`config.mk`:
```
export PLATFORM = sky130hd
export DESIGN_NAME = tqv_peripherals
export DESIGN_NICKNAME = d
export VERILOG_FILES = /design/src/periph_pkg.sv /design/src/gpio_ctrl.sv /design/src/periph_addr_decode.sv /design/src/periph_read_buffer.sv /design/src/periph_reg_bank.sv /design/src/pin_out_mux.sv /design/src/tqv_peripherals.sv
export SDC_FILE = /design/constraint.sdc
export NUM_CORES = 1
export LEC_CHECK = 0
export BUFFER_PORTS_ARGS = -buffer_cell sky130_fd_sc_hd__buf_2
export CAP_MARGIN = 0
export CORE_MARGIN = 2
export CORE_UTILIZATION = 33
export CTS_BUF_LIST = sky130_fd_sc_hd__clkbuf_16
export DETAILED_ROUTE_END_ITERATION = 12
export RECOVER_POWER = 100
export SETUP_SLACK_MARGIN = 0.05
export SKIP_LAST_GASP = 1
export SLEW_MARGIN = 15
export SYNTH_ARGS = -nofsm -noshare
export SYNTH_HDL_FRONTEND = slang
export SYNTH_SLANG_ARGS = --single-unit
export TNS_END_PERCENT = 20
```
`constraint.sdc`:
```
create_clock -name clk -period 14 [get_ports clk]
set_clock_uncertainty 0.15 [all_clocks]
set_input_delay 2.8 -clock clk [delete_from_list [all_inputs] [get_ports clk]]
set_output_delay 2.8 -clock clk [all_outputs]
set_load 0.01 [all_outputs]
```
`src/periph_pkg.sv`:
```
// Shared constants and types for the peripheral bus wrapper
// Address fields keep the full-size map even though only 4 slots of each kind exist
// Size codes follow the core's read and write strobes, 2'b11 means idle
package periph_pkg;

    // Bus and pin widths
    localparam int ADDR_W = 11;
    localparam int DATA_W = 32;
    localparam int PIN_W  = 8;

    // Populated slots
    localparam int NUM_USER   = 4;
    localparam int NUM_SIMPLE = 4;

    // Address map fields
    localparam int SIMPLE_SEL_BIT = 10;   // Set for the simple region
    localparam int USER_IDX_LO    = 6;    // User index in bits 9:6
    localparam int USER_IDX_W     = 4;
    localparam int SIMPLE_IDX_LO  = 4;    // Simple index in bits 7:4
    localparam int SIMPLE_IDX_W   = 4;
    localparam int USER_OFS_W     = 6;    // 64 bytes per user slot
    localparam int SIMPLE_OFS_W   = 4;    // 16 bytes per simple slot

    // Access size codes
    localparam logic [1:0] SIZE_NONE = 2'b11;
    localparam logic [1:0] SIZE_BYTE = 2'b00;
    localparam logic [1:0] SIZE_HALF = 2'b01;
    localparam logic [1:0] SIZE_WORD = 2'b10;

    // Slot numbers
    localparam int SLOT_GPIO   = 1;
    localparam int SLOT_REGS   = 2;
    localparam int SIMPLE_REGS = 0;

    // GPIO register offsets, one select word per pin from the base
    localparam logic [USER_OFS_W-1:0] GPIO_OUT_OFS   = 6'h00;
    localparam logic [USER_OFS_W-1:0] GPIO_IN_OFS    = 6'h04;
    localparam logic [USER_OFS_W-1:0] GPIO_FSEL_BASE = 6'h20;

    // Function select, bit 4 picks the simple region, bits 3:0 the slot
    localparam int               FSEL_W     = 5;
    localparam logic [FSEL_W-1:0] FSEL_RESET = 5'(SLOT_GPIO);

    typedef logic [DATA_W-1:0] word_t;
    typedef logic [7:0]        byte_t;

endpackage

```
`src/gpio_ctrl.sv`:
```
// GPIO block: output register, input readback and one function select per output pin
// Only the low bits of a write are kept, whatever the write size
// Offsets that match no register read as zero, writes to them are dropped
// Always ready, reads are answered in the same cycle
`timescale 1ns/1ps

module gpio_ctrl
    import periph_pkg::*;
(
    input  logic                          clk,
    input  logic                          rst_n,
    input  logic                          i_sel,
    input  logic [USER_OFS_W-1:0]         i_addr,
    input  word_t                         i_data,
    input  logic [1:0]                    i_data_write_n,
    input  logic [PIN_W-1:0]              i_ui_in,
    output word_t                         o_rdata,
    output logic [PIN_W-1:0]              o_uo_out,
    output logic [PIN_W-1:0][FSEL_W-1:0]  o_fsel
);

    logic [PIN_W-1:0]             gpio_out;
    logic [PIN_W-1:0][FSEL_W-1:0] fsel;
    logic [PIN_W-1:0]             fsel_hit;    // Offset matches the select word of pin n
    logic                         wr_en;

    assign wr_en = i_sel && (i_data_write_n != SIZE_NONE);

    always_comb begin
        for (int n = 0; n < PIN_W; n++) begin
            fsel_hit[n] = (i_addr == GPIO_FSEL_BASE + USER_OFS_W'(4 * n));
        end
    end

    always_ff @(posedge clk) begin
        if (!rst_n) begin
            gpio_out <= '0;
            fsel     <= {PIN_W{FSEL_RESET}};   // Every pin driven by GPIO
        end else if (wr_en) begin
            if (i_addr == GPIO_OUT_OFS) begin
                gpio_out <= i_data[PIN_W-1:0];
            end
            for (int n = 0; n < PIN_W; n++) begin
                if (fsel_hit[n]) begin
                    fsel[n] <= i_data[FSEL_W-1:0];
                end
            end
        end
    end

    // Read side
    always_comb begin
        o_rdata = '0;
        if (i_addr == GPIO_OUT_OFS) begin
            o_rdata = word_t'(gpio_out);
        end else if (i_addr == GPIO_IN_OFS) begin
            o_rdata = word_t'(i_ui_in);
        end
        for (int n = 0; n < PIN_W; n++) begin
            if (fsel_hit[n]) begin
                o_rdata = word_t'(fsel[n]);
            end
        end
    end

    assign o_uo_out = gpio_out;
    assign o_fsel   = fsel;

endmodule

```
`src/periph_addr_decode.sv`:
```
// Slot select and read return multiplexer, purely combinational
// Slot indices past the populated range select nothing and read as zero with ready high
// Simple slots are always ready and their byte is zero-extended
`timescale 1ns/1ps

module periph_addr_decode
    import periph_pkg::*;
(
    input  logic [ADDR_W-1:0]                i_addr,
    input  word_t [NUM_USER-1:0]             i_slot_rdata_user,
    input  logic [NUM_USER-1:0]              i_slot_ready_user,
    input  byte_t [NUM_SIMPLE-1:0]           i_slot_rdata_simple,
    output logic [NUM_USER-1:0]              o_sel_user,
    output logic [NUM_SIMPLE-1:0]            o_sel_simple,
    output word_t                            o_rdata,
    output logic                             o_rready
);

    logic                    simple_region;
    logic [USER_IDX_W-1:0]   user_idx;
    logic [SIMPLE_IDX_W-1:0] simple_idx;

    assign simple_region = i_addr[SIMPLE_SEL_BIT];
    assign user_idx      = i_addr[USER_IDX_LO +: USER_IDX_W];
    assign simple_idx    = i_addr[SIMPLE_IDX_LO +: SIMPLE_IDX_W];

    always_comb begin
        o_sel_user   = '0;
        o_sel_simple = '0;
        o_rdata      = '0;      // Empty slot answer
        o_rready     = 1'b1;

        for (int u = 0; u < NUM_USER; u++) begin
            if (!simple_region && user_idx == USER_IDX_W'(u)) begin
                o_sel_user[u] = 1'b1;
                o_rdata       = i_slot_rdata_user[u];
                o_rready      = i_slot_ready_user[u];
            end
        end

        for (int s = 0; s < NUM_SIMPLE; s++) begin
            if (simple_region && simple_idx == SIMPLE_IDX_W'(s)) begin
                o_sel_simple[s] = 1'b1;
                o_rdata         = word_t'(i_slot_rdata_simple[s]);
            end
        end
    end

endmodule

```
`src/periph_read_buffer.sv`:
```
// Registered read return toward the core
// Data is captured the edge after the slot answers ready and held until read complete
// A read that finds the buffer still full waits until the core completes the previous one
// Write acknowledge is combinational, so a write finishes in the cycle it is presented
`timescale 1ns/1ps

module periph_read_buffer
    import periph_pkg::*;
(
    input  logic       clk,
    input  logic       rst_n,
    input  logic [1:0] i_data_read_n,
    input  logic [1:0] i_data_write_n,
    input  word_t      i_rdata,
    input  logic       i_rready,
    input  logic       i_data_read_complete,
    output word_t      o_data_out,
    output logic       o_data_ready,
    output logic [1:0] o_read_n_masked
);

    logic  hold;        // Buffer holds data the core has not completed
    logic  ready_q;
    logic  read_req;
    logic  capture;
    word_t data_q;

    // Core keeps its read size up during the ready cycle, so hide it from the slots
    assign o_read_n_masked = i_data_read_n | {2{ready_q}};
    assign read_req        = o_read_n_masked != SIZE_NONE;
    assign capture         = read_req && i_rready && (!hold || i_data_read_complete);

    always_ff @(posedge clk) begin
        if (!rst_n) begin
            hold    <= 1'b0;
            ready_q <= 1'b0;
        end else begin
            ready_q <= capture;     // One cycle pulse, masked request drops it
            if (capture) begin
                hold <= 1'b1;
            end else if (i_data_read_complete) begin
                hold <= 1'b0;
            end
        end
    end

    always_ff @(posedge clk) begin
        if (capture) begin
            data_q <= i_rdata;
        end
    end

    assign o_data_out   = data_q;
    assign o_data_ready = ready_q || (i_data_write_n != SIZE_NONE);

endmodule

```
`src/periph_reg_bank.sv`:
```
// Four-register example peripheral, word wide in a user slot or byte wide in a simple slot
// Registers sit at word offsets for word_t and byte offsets for byte_t
// Writes keep the bottom 8, 16 or 32 bits, zero-extended, then cut to the register width
// Offsets past the fourth register read zero and ignore writes
`timescale 1ns/1ps

module periph_reg_bank
    import periph_pkg::*;
#(
    parameter type data_t = word_t,
    localparam int OFS_W   = ($bits(data_t) == DATA_W) ? USER_OFS_W : SIMPLE_OFS_W,
    localparam int REG_LSB = $clog2($bits(data_t) / 8)
) (
    input  logic             clk,
    input  logic             rst_n,
    input  logic             i_sel,
    input  logic [OFS_W-1:0] i_addr,
    input  data_t            i_data,
    input  logic [1:0]       i_write,
    output data_t            o_rdata,
    output logic [PIN_W-1:0] o_uo_out
);

    data_t      regs [4];
    logic [1:0] reg_idx;
    logic       reg_hit;
    word_t      size_mask;
    data_t      wdata;

    assign reg_idx = i_addr[REG_LSB +: 2];
    assign reg_hit = i_addr[OFS_W-1:REG_LSB+2] == '0;

    always_comb begin
        case (i_write)
            SIZE_BYTE: size_mask = 32'h0000_00ff;
            SIZE_HALF: size_mask = 32'h0000_ffff;
            default:   size_mask = '1;
        endcase
    end

    assign wdata = data_t'(word_t'(i_data) & size_mask);

    always_ff @(posedge clk) begin
        if (!rst_n) begin
            for (int r = 0; r < 4; r++) begin
                regs[r] <= '0;
            end
        end else if (i_sel && i_write != SIZE_NONE && reg_hit) begin
            regs[reg_idx] <= wdata;
        end
    end

    assign o_rdata  = reg_hit ? regs[reg_idx] : '0;
    assign o_uo_out = regs[0][PIN_W-1:0];       // Pin word for the output router

endmodule

```
`src/pin_out_mux.sv`:
```
// Output pin routing, combinational
// Pin n takes bit n of the pin word of the slot its select names
// A select naming a slot past the populated range drives the pin low
`timescale 1ns/1ps

module pin_out_mux
    import periph_pkg::*;
(
    input  logic [PIN_W-1:0][FSEL_W-1:0]     i_fsel,
    input  logic [NUM_USER-1:0][PIN_W-1:0]   i_user_pins,
    input  logic [NUM_SIMPLE-1:0][PIN_W-1:0] i_simple_pins,
    output logic [PIN_W-1:0]                 o_uo_out
);

    always_comb begin
        o_uo_out = '0;
        for (int n = 0; n < PIN_W; n++) begin
            for (int u = 0; u < NUM_USER; u++) begin
                if (!i_fsel[n][FSEL_W-1] && i_fsel[n][FSEL_W-2:0] == (FSEL_W-1)'(u)) begin
                    o_uo_out[n] = i_user_pins[u][n];
                end
            end
            for (int s = 0; s < NUM_SIMPLE; s++) begin
                if (i_fsel[n][FSEL_W-1] && i_fsel[n][FSEL_W-2:0] == (FSEL_W-1)'(s)) begin
                    o_uo_out[n] = i_simple_pins[s][n];    // Simple region
                end
            end
        end
    end

endmodule

```
`src/tqv_peripherals.sv`:
```
// Peripheral bus wrapper for the core's native bus
// User slots 1 (GPIO) and 2 (register bank) and simple slot 0 (register bank) are populated
// All other slots read zero with ready high and drive no pins
// No interrupts, the core must hold a read until o_data_ready
`timescale 1ns/1ps

module tqv_peripherals
    import periph_pkg::*;
(
    input  logic              clk,
    input  logic              rst_n,
    input  logic [PIN_W-1:0]  i_ui_in,
    output logic [PIN_W-1:0]  o_uo_out,
    input  logic [ADDR_W-1:0] i_addr,
    input  word_t             i_data,
    input  logic [1:0]        i_data_write_n,
    input  logic [1:0]        i_data_read_n,
    output word_t             o_data_out,
    output logic              o_data_ready,
    input  logic              i_data_read_complete
);

    wire word_t [NUM_USER-1:0]         user_rdata;
    wire logic [NUM_USER-1:0]          user_ready;
    wire logic [NUM_USER-1:0][PIN_W-1:0]   user_pins;
    wire byte_t [NUM_SIMPLE-1:0]       simple_rdata;
    wire logic [NUM_SIMPLE-1:0][PIN_W-1:0] simple_pins;

    logic [NUM_USER-1:0]          sel_user;
    logic [NUM_SIMPLE-1:0]        sel_simple;
    word_t                        slot_rdata;
    logic                         slot_rready;
    logic [PIN_W-1:0][FSEL_W-1:0] fsel;

    periph_addr_decode u_decode (
        .i_addr              (i_addr),
        .i_slot_rdata_user   (user_rdata),
        .i_slot_ready_user   (user_ready),
        .i_slot_rdata_simple (simple_rdata),
        .o_sel_user          (sel_user),
        .o_sel_simple        (sel_simple),
        .o_rdata             (slot_rdata),
        .o_rready            (slot_rready)
    );

    // No populated slot has read side effects, so the masked read size has no load
    periph_read_buffer u_read_buffer (
        .clk                  (clk),
        .rst_n                (rst_n),
        .i_data_read_n        (i_data_read_n),
        .i_data_write_n       (i_data_write_n),
        .i_rdata              (slot_rdata),
        .i_rready             (slot_rready),
        .i_data_read_complete (i_data_read_complete),
        .o_data_out           (o_data_out),
        .o_data_ready         (o_data_ready),
        .o_read_n_masked      ()
    );

    gpio_ctrl u_gpio (
        .clk            (clk),
        .rst_n          (rst_n),
        .i_sel          (sel_user[SLOT_GPIO]),
        .i_addr         (i_addr[USER_OFS_W-1:0]),
        .i_data         (i_data),
        .i_data_write_n (i_data_write_n),
        .i_ui_in        (i_ui_in),
        .o_rdata        (user_rdata[SLOT_GPIO]),
        .o_uo_out       (user_pins[SLOT_GPIO]),
        .o_fsel         (fsel)
    );

    periph_reg_bank #(.data_t(word_t)) u_user_regs (
        .clk      (clk),
        .rst_n    (rst_n),
        .i_sel    (sel_user[SLOT_REGS]),
        .i_addr   (i_addr[USER_OFS_W-1:0]),
        .i_data   (i_data),
        .i_write  (i_data_write_n),
        .o_rdata  (user_rdata[SLOT_REGS]),
        .o_uo_out (user_pins[SLOT_REGS])
    );

    periph_reg_bank #(.data_t(byte_t)) u_simple_regs (
        .clk      (clk),
        .rst_n    (rst_n),
        .i_sel    (sel_simple[SIMPLE_REGS]),
        .i_addr   (i_addr[SIMPLE_OFS_W-1:0]),
        .i_data   (i_data[7:0]),
        .i_write  (i_data_write_n),
        .o_rdata  (simple_rdata[SIMPLE_REGS]),
        .o_uo_out (simple_pins[SIMPLE_REGS])
    );

    // Both populated user slots answer in the same cycle
    assign user_ready[SLOT_GPIO] = 1'b1;
    assign user_ready[SLOT_REGS] = 1'b1;

    for (genvar u = 0; u < NUM_USER; u++) begin : g_user_empty
        if (u != SLOT_GPIO && u != SLOT_REGS) begin : g_tie
            assign user_rdata[u] = '0;
            assign user_ready[u] = 1'b1;
            assign user_pins[u]  = '0;
        end
    end

    for (genvar s = 0; s < NUM_SIMPLE; s++) begin : g_simple_empty
        if (s != SIMPLE_REGS) begin : g_tie
            assign simple_rdata[s] = '0;
            assign simple_pins[s]  = '0;
        end
    end

    pin_out_mux u_pin_mux (
        .i_fsel        (fsel),
        .i_user_pins   (user_pins),
        .i_simple_pins (simple_pins),
        .o_uo_out      (o_uo_out)
    );

endmodule
```
## After elaboration in Yosys (flattened, before gate mapping)

Memories as Yosys holds them, arrays and structs flattened.
Index checks and enable logic that the tools add are counted.

- Output and inout bits: 41
- Register bits: 82
- Memories kept: 2
- RAM bits: 160

Memory list:

| memory | words | width | rd ports | clocked after memory_dff | wr ports | RTL line | text |
|---|---|---|---|---|---|---|---|
| u_user_regs.regs | 4 | 32 | 2 | 0 | 4 | periph_reg_bank.sv:24 | `data_t regs [4];` |
| u_simple_regs.regs | 4 | 8 | 2 | 0 | 4 | periph_reg_bank.sv:24 |  |

- Bitwise operators: 3
- Equal/unequal tests: 42
- Muxes and demuxes: 91
- Reductions and logical operators: 108

Operators by type and width:

| kind | number |
|---|---|
| $mux W32 | 13 |
| $eq A4 B2 Y1 const B | 20 |
| $mux W1 | 70 |
| $logic_and A1 B1 Y1 | 69 |
| $pmux W32 S2 | 1 |
| $eq A6 B6 Y1 const B | 8 |
| $eq A4 B1 Y1 const B | 10 |
| $mux W8 | 5 |
| $logic_not A4 Y1 | 9 |
| $and A32 B32 Y32 | 1 |
| $reduce_or A32 Y1 | 1 |
| $reduce_and A2 Y1 | 9 |
| $logic_not A1 Y1 | 10 |
| $and A8 B8 Y8 | 1 |
| $reduce_or A8 Y1 | 1 |
| $eq A6 B3 Y1 const B | 1 |
| $logic_not A2 Y1 | 3 |
| $logic_not A6 Y1 | 1 |
| $reduce_or A5 Y1 | 1 |
| $mux W2 | 2 |
| $ne A2 B2 Y1 const B | 2 |
| $reduce_or A3 Y1 | 1 |
| $eq A2 B1 Y1 const B | 1 |
| $logic_or A1 B1 Y1 | 2 |
| 2 further kinds | 2 |

## Longest topological paths before layout

- Word-level depth: 15
- Mapped depth: 8

## Cells and area by module

Synthesis repeated with hierarchy kept, for this count alone.

- Cells, all modules: 1093
- Area, all modules: 13575.5 um^2

By module, submodules not included:

| module | seq. area each (um^2) | area each (um^2) | instances | cells each |
|---|---|---|---|---|
| periph_reg_bank at u_user_regs | 3843.7 | 6004.5 | 1 | 461 |
| gpio_ctrl | 960.9 | 2670.1 | 1 | 268 |
| periph_reg_bank at u_simple_regs | 960.9 | 1771.7 | 1 | 115 |
| periph_addr_decode | 0.0 | 1461.4 | 1 | 139 |
| periph_read_buffer | 1001.0 | 1071.0 | 1 | 44 |
| pin_out_mux | 0.0 | 589.3 | 1 | 64 |
| tqv_peripherals | 0.0 | 7.5 | 1 | 2 |

## Least setup slack after synthesis

No wires, ideal clock.

- Path kind: input-to-reg
- From: input port i_addr[3]
- To: memory u_user_regs.regs[3][0] (netlist name), enable pin
- Setup time: 466 ps
- Data required time: 13384 ps
- Path slack: 7305 ps
- Cell stages on the path: 6
- Data arrival time: 6080 ps
- Cell sequence: buf_2 -> buf_2 -> buf_2 -> clkbuf_1 -> nand3_1 -> o21ai_0

RTL lines:

| what | RTL line | text |
|---|---|---|
| start: declaration | tqv_peripherals.sv:14 | `input logic [ADDR_W-1:0] i_addr,` |
| end: declaration | periph_reg_bank.sv:24 |  |

==> reports/qor.yml <==
finalHoldViolCount: 0
finalSetupViolCount: 0
max_freq_mhz: 116
power_mw: 1.56
place_inst: 1375
num_vias: 7316
finalSetupTns_ns: 0
fin_nets: 1013
final_max_slew_viol_count: 283
io-pin-count: 99
status: "finished with violations"
synth_nets: 935
antenna_found_initial: 2
final_cells: 1424
criticalPathCategory: "in -> reg"
finish.utilization: 0.381
syn_area_per_cell_sq_um: 12.9
syn_area_sq_um: 11300
critical_path.startpoint_type: "input port"
dieArea_sq_um: 35700
cts.sinks: 242
grt_pass1_wl_mm: 44.6
synthTopCellsByCount: "edfxtp_1 (192), and2_1 (82), and3_1 (75)"
ant_nets: 0
grt_use_total: 0.162
end_kind: "flip-flop"
synth_top_cell_area_share: 0.510
worst_pin_slew_ns: 3.40
yosys.area.top_type: "edfxtp_1"
setup_slack_ns: 5.37
core-area_sq_um: 33600
root_buffer: "clkbuf_16"
wirelength_mm: 28.7
htreeDepth: 1
cp_data_required_time_ns: 13.99
yosys_warnings: 0
cp.arrival_ns: 8.63
place_congestion: 0.861
cellLeakagePower_nw: 4.65
cp_max_fo: 64
max_cap_viol_count: 9
cts_resized: 0
initial_core_util: 0.336
vias_per_cell: 5.14
drive_gt1_frac: 0.153
cts_tree: "built"
place_hpwl_mm: 18.7
synth-async-reset-ratio: 0
power.density_nw_per_um2: 122
n_fill_cell: 3211
drt_iter0_drc: 666
synth.area.top_cells: "edfxtp_1 (51%), dfxtp_1 (8.9%), mux4_2 (8.2%)"
fin_crit_ns: 8.63
grt-ovfl-total: 0
r2r_slack_ns: 11.00
die_w_microns: 189
synth_ff_type: "edfxtp_1"
grt_pass1_vias: 7353
rsz0062_at_grt: "false"
ys_ff_latch: 242
dp_slack_ns: 7.21
io_buffer_count: 98
synth_edf_count: 192
clock_latency_ns: 0.52
syn_to_final_growth_pct: 13.4
wl_per_cell_microns: 20.1
cts_buffers: 25
grt_max_degree: 65
clk_pin_slew_worst_paths_ns: 0.06
cts.path.max_buffers: 3
violations: "capacitance limit, slew limit"
timing.final.crit_share: 0.617
die_h_microns: 189
synth_cell_types: 56
row_count: 67
min_path_type: "reg -> reg"
seq_area_frac_synth: 0.599
cts_setup_buffers: 0
ir_drop_v: 0.0000543
max_slew_margin: -1.27
yosysMostFrequentCell: "edfxtp_1"
drc: 0
cts_hold_buf: 0
synth_cells: 877
firstDrtPassIters: 5
[cells by family after synthesis]
family,count (synthesis),synth area share
simple gates,374,0.189
buf+inv,73,0.0291
compound gates,100,0.0596
mux,88,0.124
flops,242,0.599
[critical path, cell delays in order]
cell and delay [ns]:
buf_2 0.08, clkbuf_1 2.37, nor2b_1 0.33, nand2_1 0.21, o21ai_0 1.94, clkbuf_1 0.86
[through the flow]
step	hold slack (ns)	area [sq um]
2_1_floorplan	0.317	11300
3_3_place_gp	0.343	12200
3_5_place_dp	0.356	12200
4_1_cts	0.364	13000
5_1_grt	0.393	12800
6_report	0.369	12800
[layout make-up]
cell class / instances / area, sq um / share of cell area
clock buffer: 25 / 626 / 0.0488
clock inverter: 21 / 148 / 0.0115
inverter: 7 / 26.3 / 0.00205
timing repair buffer: 117 / 537 / 0.0419
tap: 448 / 561 / 0.0437
multi-input combinational: 562 / 4150 / 0.324
antenna: 2 / 5.00 / 0.000391
sequential: 242 / 6770 / 0.528
[path summary, 6_finish.rpt]
check / from / depth (start not counted) / end
setup / recovery: i_addr[3] / 6 / u_user_regs.regs[2][1]
hold / removal: u_gpio.o_fsel[32] / 2 / u_gpio.o_fsel[32]
hold reg to reg: u_gpio.o_fsel[32] / 2 / u_gpio.o_fsel[32]
setup reg to reg: u_read_buffer.ready_q / 3 / u_read_buffer.o_data_out[11]
[cells in the final DEF, fill, tap and decap left out, drive strengths merged, types with 12 or more instances in the layout]
master	count
clkbuf	78
buf	64
mux2i	45
and2	82
nor2b	39
inv	13
a22oi	13
mux4	41
nor2	60
edfxtp	192
clkinv	12
dfxtp	50
o21ai	26
nand3	17
nand2	63
and3	75
[registers in the layout, summed over array words and instances (netlist names)]
register / cells
u_gpio.o_uo_out: 8
u_gpio.o_fsel: 40
u_read_buffer.hold: 1
u_user_regs.regs: 128
u_simple_regs.regs: 32
u_read_buffer.ready_q: 1
u_read_buffer.o_data_out: 32
[report_power, final]
part | internal, mW | total [mW] | switching (mW)
Clock | 0.361 | 0.636 | 0.274
Combinational | 0.0401 | 0.109 | 0.0689
Sequential | 0.809 | 0.819 | 0.0106
Total | 1.21 | 1.56 | 0.354
[per-layer routing]
metal,vias to the layer above,GRT usage,share of wire
met5,-,0,0.00045
met4,2,0.0421,0.019
met1,3651,0.224,0.44
li1,3423,-,-
met2,203,0.266,0.48
met3,37,0.0239,0.055
Power figures use the tool's default switching activity.
